[src/rtl/transferAck_cfg.svh]
// All counts are CLK40 cycles at 25 ns; TERM_CNT_WIDTH must hold the largest count below
`ifndef TRANSFERACK_CFG_SVH
`define TRANSFERACK_CFG_SVH

//////////////////////////////////////////////////////////////////////
// ROM termination delays
//////////////////////////////////////////////////////////////////////

// Cycles from cycle start to termination, one per jumper code
// Code 0 is the fastest ROM part, code 3 the slowest
`define ROM_DELAY_0 1
`define ROM_DELAY_1 2
`define ROM_DELAY_2 4
`define ROM_DELAY_3 8

//////////////////////////////////////////////////////////////////////
// Fixed waits
//////////////////////////////////////////////////////////////////////

// RTC part is slow, about 2 us per access
`define RTC_WAIT_CYCLES 80

// Unclaimed cycles end here, about 3.1 us
// Longer than the slowest CIA access
`define WATCHDOG_CYCLES 124

// Shared delay counter in the execute stage
`define TERM_CNT_WIDTH 7

`endif
[src/rtl/termPkg.sv]
// Termination-side types; counter width comes from the shared config header
`include "transferAck_cfg.svh"

package termPkg;

    // Shared delay counter of the execute stage
    typedef logic [`TERM_CNT_WIDTH-1:0] termCount_t;

    // Execute stage FSM
    typedef enum logic [2:0] {
        termIdle    = 3'd0,
        termWait    = 3'd1,
        termCiaHigh = 3'd2,
        termCiaLow  = 3'd3,
        termHold    = 3'd4
    } termState_t;

    // Result stage FSM, low pulse then driven high before release
    typedef enum logic [1:0] {
        ackIdle = 2'd0,
        ackLow  = 2'd1,
        ackHigh = 2'd2
    } ackState_t;

endpackage

[src/rtl/busCyclePkg.sv]
// Bus-side types only; the kind encoding is internal and never leaves the device

package busCyclePkg;

    //////////////////////////////////////////////////////////////////////
    // Cycle classification
    //////////////////////////////////////////////////////////////////////

    // Kind of the cycle in flight, set by the decode stage
    // Agnus space is recognized but never acknowledged here
    typedef enum logic [2:0] {
        // Boot ROM, cacheable
        kindRom     = 3'd0,
        // Real-time clock, long fixed wait
        kindRtc     = 3'd1,
        // Interrupt acknowledge, autovectored
        kindAutoVec = 3'd2,
        // CIA peripheral, ends on the CIA clock
        kindCia     = 3'd3,
        // Agnus owns the acknowledge
        kindAgnus   = 3'd4,
        // Anything else, external acknowledge or watchdog
        kindOther   = 3'd5
    } cycleKind_t;

    //////////////////////////////////////////////////////////////////////
    // Board jumpers
    //////////////////////////////////////////////////////////////////////

    // ROM speed jumper code, 0 fastest
    typedef logic [1:0] romDelay_t;

endpackage

[src/rtl/transferAck.sv]
// CLK40 domain only; tri-state buffers for tackN, tbiN and tciN sit at board level
`timescale 1ns/10ps

module transferAck (
    input  logic                  CLK40,
    input  logic                  DELAYED_TACK_RST,
    input  logic                  tsN,
    input  logic                  romSel,
    input  logic                  rtcSel,
    input  logic                  ciaSel,
    input  logic                  agnusSpace,
    input  logic                  autoVector,
    input  logic                  acTack,
    input  logic                  ciaClk,
    input  busCyclePkg::romDelay_t romDelay,
    output logic                  tackN,
    output logic                  tbiN,
    output logic                  tciN,
    output logic                  ackOe,
    output logic                  romEnN
);

    // Stage strobes
    logic                   cycleStart;
    busCyclePkg::cycleKind_t cycleKind;
    logic                   termDone;
    logic                   termCacheable;
    logic                   ackEnd;

    // Decode
    cycleDecode u_cycleDecode (
        .CLK40(CLK40), .DELAYED_TACK_RST(DELAYED_TACK_RST), .tsN(tsN),
        .romSel(romSel), .rtcSel(rtcSel), .ciaSel(ciaSel), .agnusSpace(agnusSpace),
        .autoVector(autoVector), .ackEnd(ackEnd), .cycleStart(cycleStart),
        .cycleKind(cycleKind)
    );

    // Execute
    termTimers u_termTimers (
        .CLK40(CLK40), .DELAYED_TACK_RST(DELAYED_TACK_RST), .cycleStart(cycleStart),
        .cycleKind(cycleKind), .romDelay(romDelay), .acTack(acTack), .ciaClk(ciaClk),
        .termDone(termDone), .termCacheable(termCacheable), .romEnN(romEnN)
    );

    // Result
    ackDriver u_ackDriver (
        .CLK40(CLK40), .DELAYED_TACK_RST(DELAYED_TACK_RST), .termDone(termDone),
        .termCacheable(termCacheable), .tackN(tackN), .tbiN(tbiN), .tciN(tciN),
        .ackOe(ackOe), .ackEnd(ackEnd)
    );

endmodule

[src/rtl/ackDriver.sv]
// Drives values and enable only; the board buffer makes the tri-state pins from ackOe
`timescale 1ns/10ps

module ackDriver
    import termPkg::*;
(
    input  logic CLK40,
    input  logic DELAYED_TACK_RST,
    input  logic termDone,
    input  logic termCacheable,
    output logic tackN,
    output logic tbiN,
    output logic tciN,
    output logic ackOe,
    output logic ackEnd
);

    ackState_t ackState;

    //////////////////////////////////////////////////////////////////////
    // Acknowledge pulse
    //////////////////////////////////////////////////////////////////////

    // Low one cycle, driven high one cycle, then released
    // Driving high first keeps the bus from floating low on release
    always_ff @(posedge CLK40 or posedge DELAYED_TACK_RST) begin
        if (DELAYED_TACK_RST) begin
            ackState <= ackIdle;
            tackN    <= 1'b1;
            tbiN     <= 1'b1;
            tciN     <= 1'b1;
            ackOe    <= 1'b0;
            ackEnd   <= 1'b0;
        end else begin
            ackEnd <= 1'b0;
            case (ackState)
                ackIdle: begin
                    if (termDone) begin
                        ackOe    <= 1'b1;
                        tackN    <= 1'b0;
                        // No bursts from this device
                        tbiN     <= 1'b0;
                        // ROM may be cached, everything else inhibits
                        tciN     <= termCacheable;
                        ackState <= ackLow;
                    end
                end
                ackLow: begin
                    tackN    <= 1'b1;
                    tbiN     <= 1'b1;
                    tciN     <= 1'b1;
                    ackState <= ackHigh;
                end
                ackHigh: begin
                    // Release the pins and free decode
                    ackOe    <= 1'b0;
                    ackEnd   <= 1'b1;
                    ackState <= ackIdle;
                end
                default: ackState <= ackIdle;
            endcase
        end
    end

    // Pulse shape on the pins, low only while driven
    assert property (@(posedge CLK40) disable iff (DELAYED_TACK_RST)
        !tackN |-> ackOe ##1 (tackN && ackOe) ##1 (!ackOe && ackEnd))
        else $error("tackN pulse shape or output enable broken");

endmodule

[src/rtl/termTimers.sv]
// CLK40 only; ciaClk is asynchronous and synchronized here, acTack must be glitch free
`timescale 1ns/10ps
`include "transferAck_cfg.svh"

module termTimers
    import busCyclePkg::*;
    import termPkg::*;
(
    input  logic       CLK40,
    input  logic       DELAYED_TACK_RST,
    input  logic       cycleStart,
    input  cycleKind_t cycleKind,
    input  romDelay_t  romDelay,
    input  logic       acTack,
    input  logic       ciaClk,
    output logic       termDone,
    output logic       termCacheable,
    output logic       romEnN
);

    termState_t termState;
    termCount_t termCnt;
    termCount_t startDelay;
    logic [1:0] ciaSync;
    logic       endOther;
    logic       finish;

    //////////////////////////////////////////////////////////////////////
    // Delay lookup
    //////////////////////////////////////////////////////////////////////

    // Cycles from cycleStart to termDone
    // CIA cycles do not use it, Other uses it as the watchdog
    function automatic termCount_t delayFor(input cycleKind_t kind, input romDelay_t code);
        termCount_t d;
        case (kind)
            kindRom: begin
                case (code)
                    2'd0: d = termCount_t'(`ROM_DELAY_0);
                    2'd1: d = termCount_t'(`ROM_DELAY_1);
                    2'd2: d = termCount_t'(`ROM_DELAY_2);
                    default: d = termCount_t'(`ROM_DELAY_3);
                endcase
            end
            kindRtc: d = termCount_t'(`RTC_WAIT_CYCLES);
            // No data moves on an autovector, shortest possible
            kindAutoVec: d = termCount_t'(1);
            default: d = termCount_t'(`WATCHDOG_CYCLES);
        endcase
        return d;
    endfunction

    assign startDelay = delayFor(cycleKind, romDelay);

    // External slave claimed the cycle
    assign endOther = (cycleKind == kindOther) && acTack;

    //////////////////////////////////////////////////////////////////////
    // CIA clock synchronizer
    //////////////////////////////////////////////////////////////////////

    always_ff @(posedge CLK40 or posedge DELAYED_TACK_RST) begin
        if (DELAYED_TACK_RST) begin
            ciaSync <= 2'b00;
        end else begin
            ciaSync <= {ciaSync[0], ciaClk};
        end
    end

    //////////////////////////////////////////////////////////////////////
    // Termination FSM
    //////////////////////////////////////////////////////////////////////

    // End of cycle this edge
    // D of 1 ends straight from idle
    always_comb begin
        case (termState)
            termIdle: begin
                finish = cycleStart && (cycleKind != kindCia)
                    && (startDelay == termCount_t'(1));
            end
            termWait:   finish = endOther || (termCnt == '0);
            termCiaLow: finish = !ciaSync[1];
            default:    finish = 1'b0;
        endcase
    end

    always_ff @(posedge CLK40 or posedge DELAYED_TACK_RST) begin
        if (DELAYED_TACK_RST) begin
            termState     <= termIdle;
            termCnt       <= '0;
            termDone      <= 1'b0;
            termCacheable <= 1'b0;
            romEnN        <= 1'b1;
        end else begin
            termDone      <= finish;
            termCacheable <= finish && (cycleKind == kindRom);
            if (finish) begin
                // Hold counts two cycles for the ROM enable
                termCnt   <= '0;
                termState <= termHold;
            end else begin
                case (termState)
                    termIdle: begin
                        if (cycleStart && cycleKind == kindCia) begin
                            termState <= termCiaHigh;
                        end else if (cycleStart) begin
                            // Wait already spent one cycle when the count runs out
                            termCnt   <= startDelay - termCount_t'(2);
                            termState <= termWait;
                        end
                    end
                    termWait: termCnt <= termCnt - termCount_t'(1);
                    // Need a high phase after start, then its falling edge
                    termCiaHigh: begin
                        if (ciaSync[1]) begin
                            termState <= termCiaLow;
                        end
                    end
                    // Stay until the low sample ends the cycle
                    termCiaLow: termState <= termCiaLow;
                    termHold: begin
                        if (termCnt == termCount_t'(1)) begin
                            romEnN    <= 1'b1;
                            termState <= termIdle;
                        end else begin
                            termCnt <= termCnt + termCount_t'(1);
                        end
                    end
                    default: termState <= termIdle;
                endcase
            end
            // ROM enable from the first cycle the stage sees
            if (termState == termIdle && cycleStart && cycleKind == kindRom) begin
                romEnN <= 1'b0;
            end
        end
    end

    // Single-cycle strobe, only inside a started cycle
    assert property (@(posedge CLK40) disable iff (DELAYED_TACK_RST)
        termDone |-> ($past(cycleStart) || $past(termState) != termIdle) ##1 !termDone)
        else $error("termDone outside a started cycle or longer than one cycle");

endmodule

[src/rtl/cycleDecode.sv]
// One cycle in flight only; tsN seen while busy is dropped, select inputs must be valid with tsN
`timescale 1ns/10ps

module cycleDecode
    import busCyclePkg::*;
(
    input  logic       CLK40,
    input  logic       DELAYED_TACK_RST,
    input  logic       tsN,
    input  logic       romSel,
    input  logic       rtcSel,
    input  logic       ciaSel,
    input  logic       agnusSpace,
    input  logic       autoVector,
    input  logic       ackEnd,
    output logic       cycleStart,
    output cycleKind_t cycleKind
);

    logic       busy;
    logic       startReq;
    logic       acceptTs;
    cycleKind_t kindSampled;
    cycleKind_t kindNext;

    //////////////////////////////////////////////////////////////////////
    // Classification
    //////////////////////////////////////////////////////////////////////

    // Priority, Agnus first since it overlaps other selects
    always_comb begin
        if (agnusSpace) begin
            kindSampled = kindAgnus;
        end else if (autoVector) begin
            kindSampled = kindAutoVec;
        end else if (romSel) begin
            kindSampled = kindRom;
        end else if (rtcSel) begin
            kindSampled = kindRtc;
        end else if (ciaSel) begin
            kindSampled = kindCia;
        end else begin
            kindSampled = kindOther;
        end
    end

    // Start pending counts as busy so a long tsN is taken once
    assign acceptTs = !tsN && !busy && !startReq;

    // Kind captured at the tsN edge
    always_ff @(posedge CLK40) begin
        if (acceptTs) begin
            kindNext <= kindSampled;
        end
    end

    //////////////////////////////////////////////////////////////////////
    // Start strobe and busy
    //////////////////////////////////////////////////////////////////////

    always_ff @(posedge CLK40 or posedge DELAYED_TACK_RST) begin
        if (DELAYED_TACK_RST) begin
            startReq   <= 1'b0;
            busy       <= 1'b0;
            cycleStart <= 1'b0;
            cycleKind  <= kindOther;
        end else begin
            startReq   <= acceptTs;
            // No termination for Agnus space
            cycleStart <= startReq && (kindNext != kindAgnus);
            if (startReq) begin
                cycleKind <= kindNext;
                busy      <= 1'b1;
            end else if (busy && (ackEnd || cycleKind == kindAgnus)) begin
                // Agnus cycles free decode one cycle after they are latched
                busy <= 1'b0;
            end
        end
    end

    // Start only from idle, busy is set on the same edge as the strobe
    assert property (@(posedge CLK40) disable iff (DELAYED_TACK_RST)
        cycleStart |-> !$past(busy))
        else $error("cycleStart issued while a cycle was in flight");

endmodule

[config.mk]
export PLATFORM = sky130hd
export DESIGN_NAME = transferAck
export DESIGN_NICKNAME = d
export VERILOG_FILES = /design/src/rtl/termPkg.sv /design/src/rtl/busCyclePkg.sv /design/src/rtl/transferAck.sv /design/src/rtl/ackDriver.sv /design/src/rtl/termTimers.sv /design/src/rtl/cycleDecode.sv
export VERILOG_INCLUDE_DIRS = /design/src /design/src/rtl
export SDC_FILE = /design/constraint.sdc
export NUM_CORES = 1
export LEC_CHECK = 0
export ABC_AREA = 1
export BUFFER_PORTS_ARGS = -buffer_cell sky130_fd_sc_hd__buf_2
export CAP_MARGIN = 10
export CORE_ASPECT_RATIO = 1.5
export CORE_UTILIZATION = 25
export CTS_CLUSTER_DIAMETER = 120
export DETAILED_ROUTE_END_ITERATION = 10
export HOLD_SLACK_MARGIN = 0.03
export PLACE_DENSITY_LB_ADDON = 0.2
export SLEW_MARGIN = 5
export SYNTH_ARGS = -nofsm -noshare
export SYNTH_HDL_FRONTEND = slang
export SYNTH_SLANG_ARGS = --single-unit
[constraint.sdc]
create_clock -name CLK40 -period 1.87 [get_ports CLK40]
set_input_delay 0 -clock CLK40 [delete_from_list [all_inputs] [get_ports CLK40]]
set_output_delay 0 -clock CLK40 [all_outputs]
set_load 0.02 [all_outputs]
**Word level (Yosys, flattened, before mapping)**

Index checks and enable logic that the tools add are counted.

- $add $sub $neg: 3
- Divide/modulo/power cells: 0
- Equality and inequality tests: 26
- $lt $le $gt $ge: 0
- Reductions and logical operators: 34
- Bitwise logic cells: 0
- Shift operators: 0
- Multipliers: 0
- Muxes and demuxes: 33

Operators with widths:

| cell | number |
|---|---|
| $pmux W7 S3 | 2 |
| $mux W7 | 4 |
| $mux W3 | 9 |
| $pmux W3 S5 | 1 |
| $eq A7 B1 Y1 const B | 2 |
| $eq A3 B2 Y1 const B | 4 |
| $ne A3 B2 Y1 const B | 4 |
| $pmux W4 S3 | 1 |
| $logic_and A1 B1 Y1 | 11 |
| $mux W1 | 10 |
| $reduce_bool A2 Y1 | 5 |
| $eq A3 B3 Y1 const B | 3 |
| $reduce_and A4 Y1 | 2 |
| $add A7 B1 Y7 const B | 1 |
| $logic_not A7 Y1 | 1 |
| $sub A7 B1 Y7 const B | 1 |
| $sub A7 B2 Y7 const B | 1 |
| $eq A3 B1 Y1 const B | 2 |
| $logic_not A3 Y1 | 2 |
| $ne A3 B1 Y1 const B | 2 |
| $pmux W1 S2 | 3 |
| $eq A2 B1 Y1 const B | 2 |
| $eq A2 B2 Y1 const B | 2 |
| $logic_not A1 Y1 | 4 |
| other kinds (13) | 17 |

- Word-level logic and storage cells: 113
- Bits of input ports: 12
- Bits in read-only memories: 0
- Bits in registers: 30
- Bits in writable memories: 0
- Memories: 0
- Output and inout port bits: 5
- Latch bits: 0

**Depth between registers and ports, before layout**

- Depth after elaboration: 8
- Gate-level depth with buffers: 11
- Gate-level depth less buffers: 11

**By module**

From an unflattened synthesis, not the netlist that was laid out.

- Cells, all modules: 255
- Area, all modules: 1865.5 um^2

By module, submodules not included:

| module | seq. area each (um^2) | instances | area an instance (um^2) | cells an instance |
|---|---|---|---|---|
| termTimers | 376.6 | 1 | 1268.7 | 196 |
| cycleDecode | 242.7 | 1 | 364.1 | 37 |
| ackDriver | 152.6 | 1 | 232.7 | 22 |

**Worst setup path before layout**

OpenSTA, ideal clock, no wires.

- Path kind: flip-flop to flip-flop
- Start point: register u_cycleDecode.cycleKind[1]
- End point: register u_termTimers.termCnt[2]
- Buffers on the path: 1
- Stages on the path, launching flop included: 9
- Required time: 1.797 ns
- Arrival time: 1.484 ns
- Path slack: 0.313 ns
- Period minus slack after synthesis: 1.557 ns
- Path through: dfrtp_1 > buf_4 > a21oi_1 > inv_1 > a21oi_1 > ha_1 > o211ai_1 > nand2_1 > a21oi_2

- Longest elaborated chain between the ends: 7
- Elaborated cells between the ends (all ways): 24

Ends and longest elaborated chain:

| item | RTL line | RTL |
|---|---|---|
| from (decl) | cycleDecode.sv:17 | `output cycleKind_t cycleKind` |
| from (signal assigned) | cycleDecode.sv:66 | `cycleKind <= kindOther;` |
| from (signal assigned) | cycleDecode.sv:72 | `cycleKind <= kindNext;` |
| $eq A3 B2 Y1, or another cell as far along | termTimers.sv:36 | `case (kind)` |
| $pmux W7 S3 | termTimers.sv:36 |  |
| $sub A7 B2 Y7 or $eq A7 B1 Y1 (tied branches) | termTimers.sv:109, termTimers.sv:80 |  |
| $mux W7 or $logic_and A1 B1 Y1 (tied branches) | termTimers.sv:107, termTimers.sv:80 |  |
| $mux W7 or $pmux W1 S3 (tied branches) | termTimers.sv:105, termTimers.sv:77 |  |
| $pmux W7 S3, or another cell as far along | termTimers.sv:103 | `case (termState)` |
| $mux W7 or $reduce_and A4 Y1 (tied branches) | n/a |  |
| to (signal assigned) | termTimers.sv:109 | `termCnt <= startDelay - termCount_t'(2);` |
| to (signal assigned) | termTimers.sv:113 | `termWait: termCnt <= termCnt - termCount_t'(1);` |
| to (signal assigned) | termTimers.sv:127 | `termCnt <= termCnt + termCount_t'(1);` |
| to (decl) | termTimers.sv:22 | `termCount_t termCnt;` |

Several ways; a longest one is shown, not always the timed one. The select of a mux whose other input is x is not followed.
A chain may end at the register's enable or synchronous reset.

**Worst setup path after layout**

- Start point: register u_cycleDecode.cycleKind[0]
- End point: register u_termTimers.termCnt[2]

The elaborated chain is that of the path after synthesis.

==> PnR_summary.wiki <==
{| class="wikitable"
! Metric !! Value
|-
| Worst setup EP type || flip-flop
|-
| FF+latch count, synth || 30
|-
| Share of the clock period used by the worst path after layout || 0.892
|-
| Number of pins exceeding their max-slew limit in the final report || 0
|-
| CP Data Required Time || 2.08 ns
|-
| FMAX || 0.599 GHz
|-
| Total detailed-routing wirelength || 4370 um
|-
| Die Y || 107 um
|-
| Clk_skew || 0.00463 ns
|-
| WL/cell || 12.7 um
|-
| Wire length of the first global-routing pass || 7260 um
|-
| Cell chain of the critical path || inv_1, nand2_1, nor2_2, a21oi_1, ha_1, o211ai_1, nand2_1, a21oi_2
|-
| Horiz. Die Dim || 71.8 um
|-
| Area share of the leading cell type in the synthesized netlist || 0.302
|-
| Final setup vio count || 0
|-
| Share of cells above drive strength 1 || 0.225
|-
| Relative contribution of the clock network to total power || 0.133
|-
| Top_reg_cell synth || sky130_fd_sc_hd__dfrtp_1
|-
| Antenna Cells || 0
|-
| CTS H-tree lvls || 2
|-
| Critical Path Max Stage Delay || 0.58 ns
|-
| Number of DRC markers after the initial detailed-route iteration || 63
|-
| Minimum period implied by the final worst setup slack || 1.67 ns
|-
| Data arrival time of the critical path || 1.88 ns
|-
| Buffer levels on the longest clock path || 2
|-
| Top post-synthesis cells by count || 55 x sky130_fd_sc_hd__nand2_1, 28 x sky130_fd_sc_hd__inv_1, 28 x sky130_fd_sc_hd__nor2_1, 23 x sky130_fd_sc_hd__nand3_1, 22 x sky130_fd_sc_hd__dfrtp_1
|-
| Yosys Warn Count || 0
|-
| Switching power of the nets || 1.93 mW
|-
| Clock latency on the worst-skew pair || 0.28 ns
|-
| Internal power summed over all cells || ~2.1 mW
|-
| Clock slew at reported path FFs || around 0.060 ns
|-
| Std-Cell Rows || 37
|-
| TritonCTS clock tree || yes
|-
| Max-cap check violation count || 0
|-
| FF-to-FF path depth || 8
|-
| Class of the most critical hold timing path || input pin to flip-flop
|-
| Share of total power consumed by net switching || 0.479
|-
| Final hold violation count || 0
|-
| Vias in the first global route || 1524
|-
| Post-detailed-route DRC marker count || 0
|-
| Final Worst Setup Slack || 0.202 ns
|-
| Unrepaired setup endpoints after global routing || no
|-
| Largest net degree at the start of global routing || 28
|-
| Syn avg cell area || between 7 and 8 um2
|-
| Setup TNS Final || 0 ns
|-
| Critical path's slowest cell || sky130_fd_sc_hd__dfstp_2
|-
| Async S/R FF share, synth || 0.900
|-
| Number of distinct library cells after synthesis || 32
|-
| Post-placement setup slack || 0.212 ns
|-
| CTS Buf Count || 5
|-
| Placeable core area || 0.00694 mm2
|-
| Remaining max-slew budget at the tightest pin || 0.646
|-
| Net count after synthesis || 252
|-
| Most common cell in the synthesized netlist || sky130_fd_sc_hd__nand2_1
|-
| Combinational group share of total power || 0.560
|-
| I/O pins || 17
|-
| CTS sink cnt || 30
|-
| Post-cts sizing count || 0
|-
| Count of flip-flops with a built-in enable after synthesis || 3
|-
| Die Outline Area || about 0.0077 mm2
|-
| Final layout net count || around 280
|-
| Placer Congestion || 0.758
|-
| Routed vias || 1545
|-
| Port Buffers || 16
|-
| Run status || finished, final reports clean
|-
| Number of antenna violations at the first check in global routing || 0
|-
| DPL Wire Length || between 3000 and 4000 um
|-
| Hold Path Cell Cnt || 2
|-
| Starting density of the core || 0.263
|-
| Largest fanout on the critical path || 6
|-
| Ranking of synthesized cells by area || sky130_fd_sc_hd__dfrtp_1 30%, sky130_fd_sc_hd__nand2_1 11%, sky130_fd_sc_hd__dfstp_2 7.2%
|-
| P per Cell Area || 1870 mW/mm2
|-
| Remaining Overflow, GRT || 0
|-
| Slew at the pin closest to its max-slew limit || 0.527 ns
|-
| Library cell with the largest summed area after synthesis || sky130_fd_sc_hd__dfrtp_1
|-
| Sequential Power Share || 0.307
|-
| Worst path most repeated cell || sky130_fd_sc_hd__nand2_1
|-
| Post-synth design cell area || 0.00183 mm2
|-
| Type of element launching the critical path || flip-flop
|-
| Leakage dissipation || 1.08 nW
|-
| Number of detailed-routing iterations run before antenna repair || 4
|-
| Root buffer cell || sky130_fd_sc_hd__clkbuf_8
|-
| Seq/Total Area, Yosys || 0.423
|-
| Total global routing track utilization || 0.124
|-
| Max rail drop VDD || 0.000576 V
|-
| Startpoint-to-endpoint class of the critical path || flip-flop to flip-flop
|-
| Average vias per placed instance || 4.48
|-
| Synth Instances || 236
|-
| Number of nets with antenna violations after detailed routing || 0
|-
| Growth of design area from synthesis to finish || 17.9%
|}
==> registers in the layout (all words and copies together) (netlist names) <==
name and flops:
u_ackDriver.ackState 2, u_cycleDecode.kindNext 3, u_cycleDecode.cycleKind 3, u_cycleDecode.startReq 1, u_termTimers.romEnN 1, u_termTimers.termCnt 7, u_termTimers.ciaSync 2, u_termTimers.termState 3
u_termTimers.termDone 1, u_ackDriver.ackOe 1, u_cycleDecode.busy 1, u_ackDriver.tciN 1, u_cycleDecode.cycleStart 1, u_ackDriver.tackN 1, u_ackDriver.ackEnd 1, u_termTimers.termCacheable 1
==> power by group through the flow <==
stage	logic [mW]	registers, mW	clock network, mW
floorplan	1.77	1.21	0
global placement	2.27	1.24	0
detailed placement	2.27	1.24	0
CTS	2.29	1.23	0.558
global route	2.56	1.28	0.584
finish	2.26	1.23	0.535
==> worst paths after layout <==
| check | slack, ns | end | startpoint |
|---|---|---|---|
| max | 0.20 | u_termTimers.termCnt[2]$_DFFE_PP0P_ | u_cycleDecode.cycleKind[0]$_DFFE_PP1P_ |
| min | 0.06 | u_cycleDecode.kindNext[1]$_SDFFCE_PP0P_ | rtcSel |
| max reg2reg | 0.20 | u_termTimers.termCnt[2]$_DFFE_PP0P_ | u_cycleDecode.cycleKind[0]$_DFFE_PP1P_ |
| min reg2reg | 0.36 | u_termTimers.ciaSync[1]$_DFF_PP0_ | u_termTimers.ciaSync[0]$_DFF_PP0_ |
| max in group asynchronous | 1.23 | u_cycleDecode.cycleKind[0]$_DFFE_PP1P_ | DELAYED_TACK_RST |
| min in group asynchronous | 0.32 | u_termTimers.ciaSync[0]$_DFF_PP0_ | DELAYED_TACK_RST |
==> worst max-delay path: cells and delay by family (launching register included) <==
family,cells,cell delay [ns]
adder cells (fa/ha/maj),1,0.25
flip-flops,1,0.58
buffers and inverters,1,0.07
AO/OA/AOI/OAI,3,0.45
AND/OR/NAND/NOR,3,0.26
==> per-layer routing <==
metal	vias up	wire length, um	global-route usage
met5	-	0	0
met4	0	91	0.0588
met3	7	86	0.0141
met2	21	2370	0.232
met1	694	1820	0.137
li1	823	-	-
==> cells by family after synthesis <==
kind of cell               synth area share
DFF                                   0.423
buffers and inverters                0.0925
adders and majority gates            0.0274
AOI/OAI and AO/OA                     0.100
and+or+nand+nor                       0.357
==> area by class of cell <==
class,count,area (um2)
Inverter,33,131
Timing Repair Buffer,27,175
Sequential cell,30,772
Clock buffer,7,86.3
Tap cell,78,97.6
Fill cell,756,4790
Multi-Input combinational cell,169,885
Clock inverter,1,5.00
==> stage by stage <==
step	cells	area [um2]	hold slack [ns]	utilization	total power, mW
detailed placement	332	2010	0.0950	0.290	3.51
global route	345	2150	0.0520	0.310	4.42
floorplan	236	1830	0.0314	-	2.98
CTS	345	2150	0.0525	0.310	4.08
finish	345	2150	0.0609	0.310	4.02
global placement	332	2010	0.0858	0.290	3.51
==> cell usage in the layout, fill, tap and decap left out <==
| cell | netlist | layout |
|---|---|---|
| sky130_fd_sc_hd__buf_4 | 2 | 6 |
| sky130_fd_sc_hd__inv_4 | 1 | 1 |
| sky130_fd_sc_hd__a21o_1 | 1 | 1 |
| sky130_fd_sc_hd__o31ai_1 | 1 | 1 |
| sky130_fd_sc_hd__dfrtp_1 | 22 | 22 |
| sky130_fd_sc_hd__nand3_2 | 2 | 2 |
| sky130_fd_sc_hd__nor2_1 | 28 | 28 |
| sky130_fd_sc_hd__clkinv_2 | 0 | 1 |
| sky130_fd_sc_hd__edfxtp_1 | 3 | 3 |
| sky130_fd_sc_hd__o21ai_4 | 1 | 1 |
| sky130_fd_sc_hd__nand3_4 | 1 | 1 |
| sky130_fd_sc_hd__clkbuf_8 | 0 | 6 |
| sky130_fd_sc_hd__buf_2 | 0 | 16 |
| sky130_fd_sc_hd__o21ai_0 | 13 | 13 |
| sky130_fd_sc_hd__nand4_1 | 5 | 5 |
| sky130_fd_sc_hd__nor2_2 | 3 | 3 |
| sky130_fd_sc_hd__nand2_1 | 55 | 55 |
| sky130_fd_sc_hd__nand3b_1 | 1 | 1 |
| sky130_fd_sc_hd__dfstp_2 | 5 | 5 |
| sky130_fd_sc_hd__ha_1 | 4 | 4 |
| sky130_fd_sc_hd__nor3_1 | 5 | 5 |
| sky130_fd_sc_hd__nand2_2 | 4 | 4 |
| sky130_fd_sc_hd__a21oi_2 | 2 | 2 |
| sky130_fd_sc_hd__inv_1 | 28 | 28 |
| sky130_fd_sc_hd__or2_2 | 2 | 2 |
| sky130_fd_sc_hd__a21oi_1 | 7 | 7 |
| sky130_fd_sc_hd__nand3_1 | 23 | 23 |
| sky130_fd_sc_hd__o21ai_1 | 2 | 2 |
| sky130_fd_sc_hd__nor2_4 | 4 | 4 |
| sky130_fd_sc_hd__dlygate4sd3_1 | 0 | 5 |
| sky130_fd_sc_hd__inv_2 | 3 | 3 |
| sky130_fd_sc_hd__o211ai_1 | 2 | 2 |
| sky130_fd_sc_hd__clkbuf_1 | 0 | 1 |
| sky130_fd_sc_hd__nand2_4 | 2 | 2 |
| sky130_fd_sc_hd__inv_6 | 1 | 1 |
| sky130_fd_sc_hd__o32ai_1 | 1 | 1 |
==> timing repair <==
item / 4_1_cts / 5_1_grt
endpoints found under the setup margin: 0 / 0
setup buffers: 0 / 0
endpoints found under the hold margin: 26 / 0
hold buffers: 5 / 0
(Power assumes the default switching activity.)
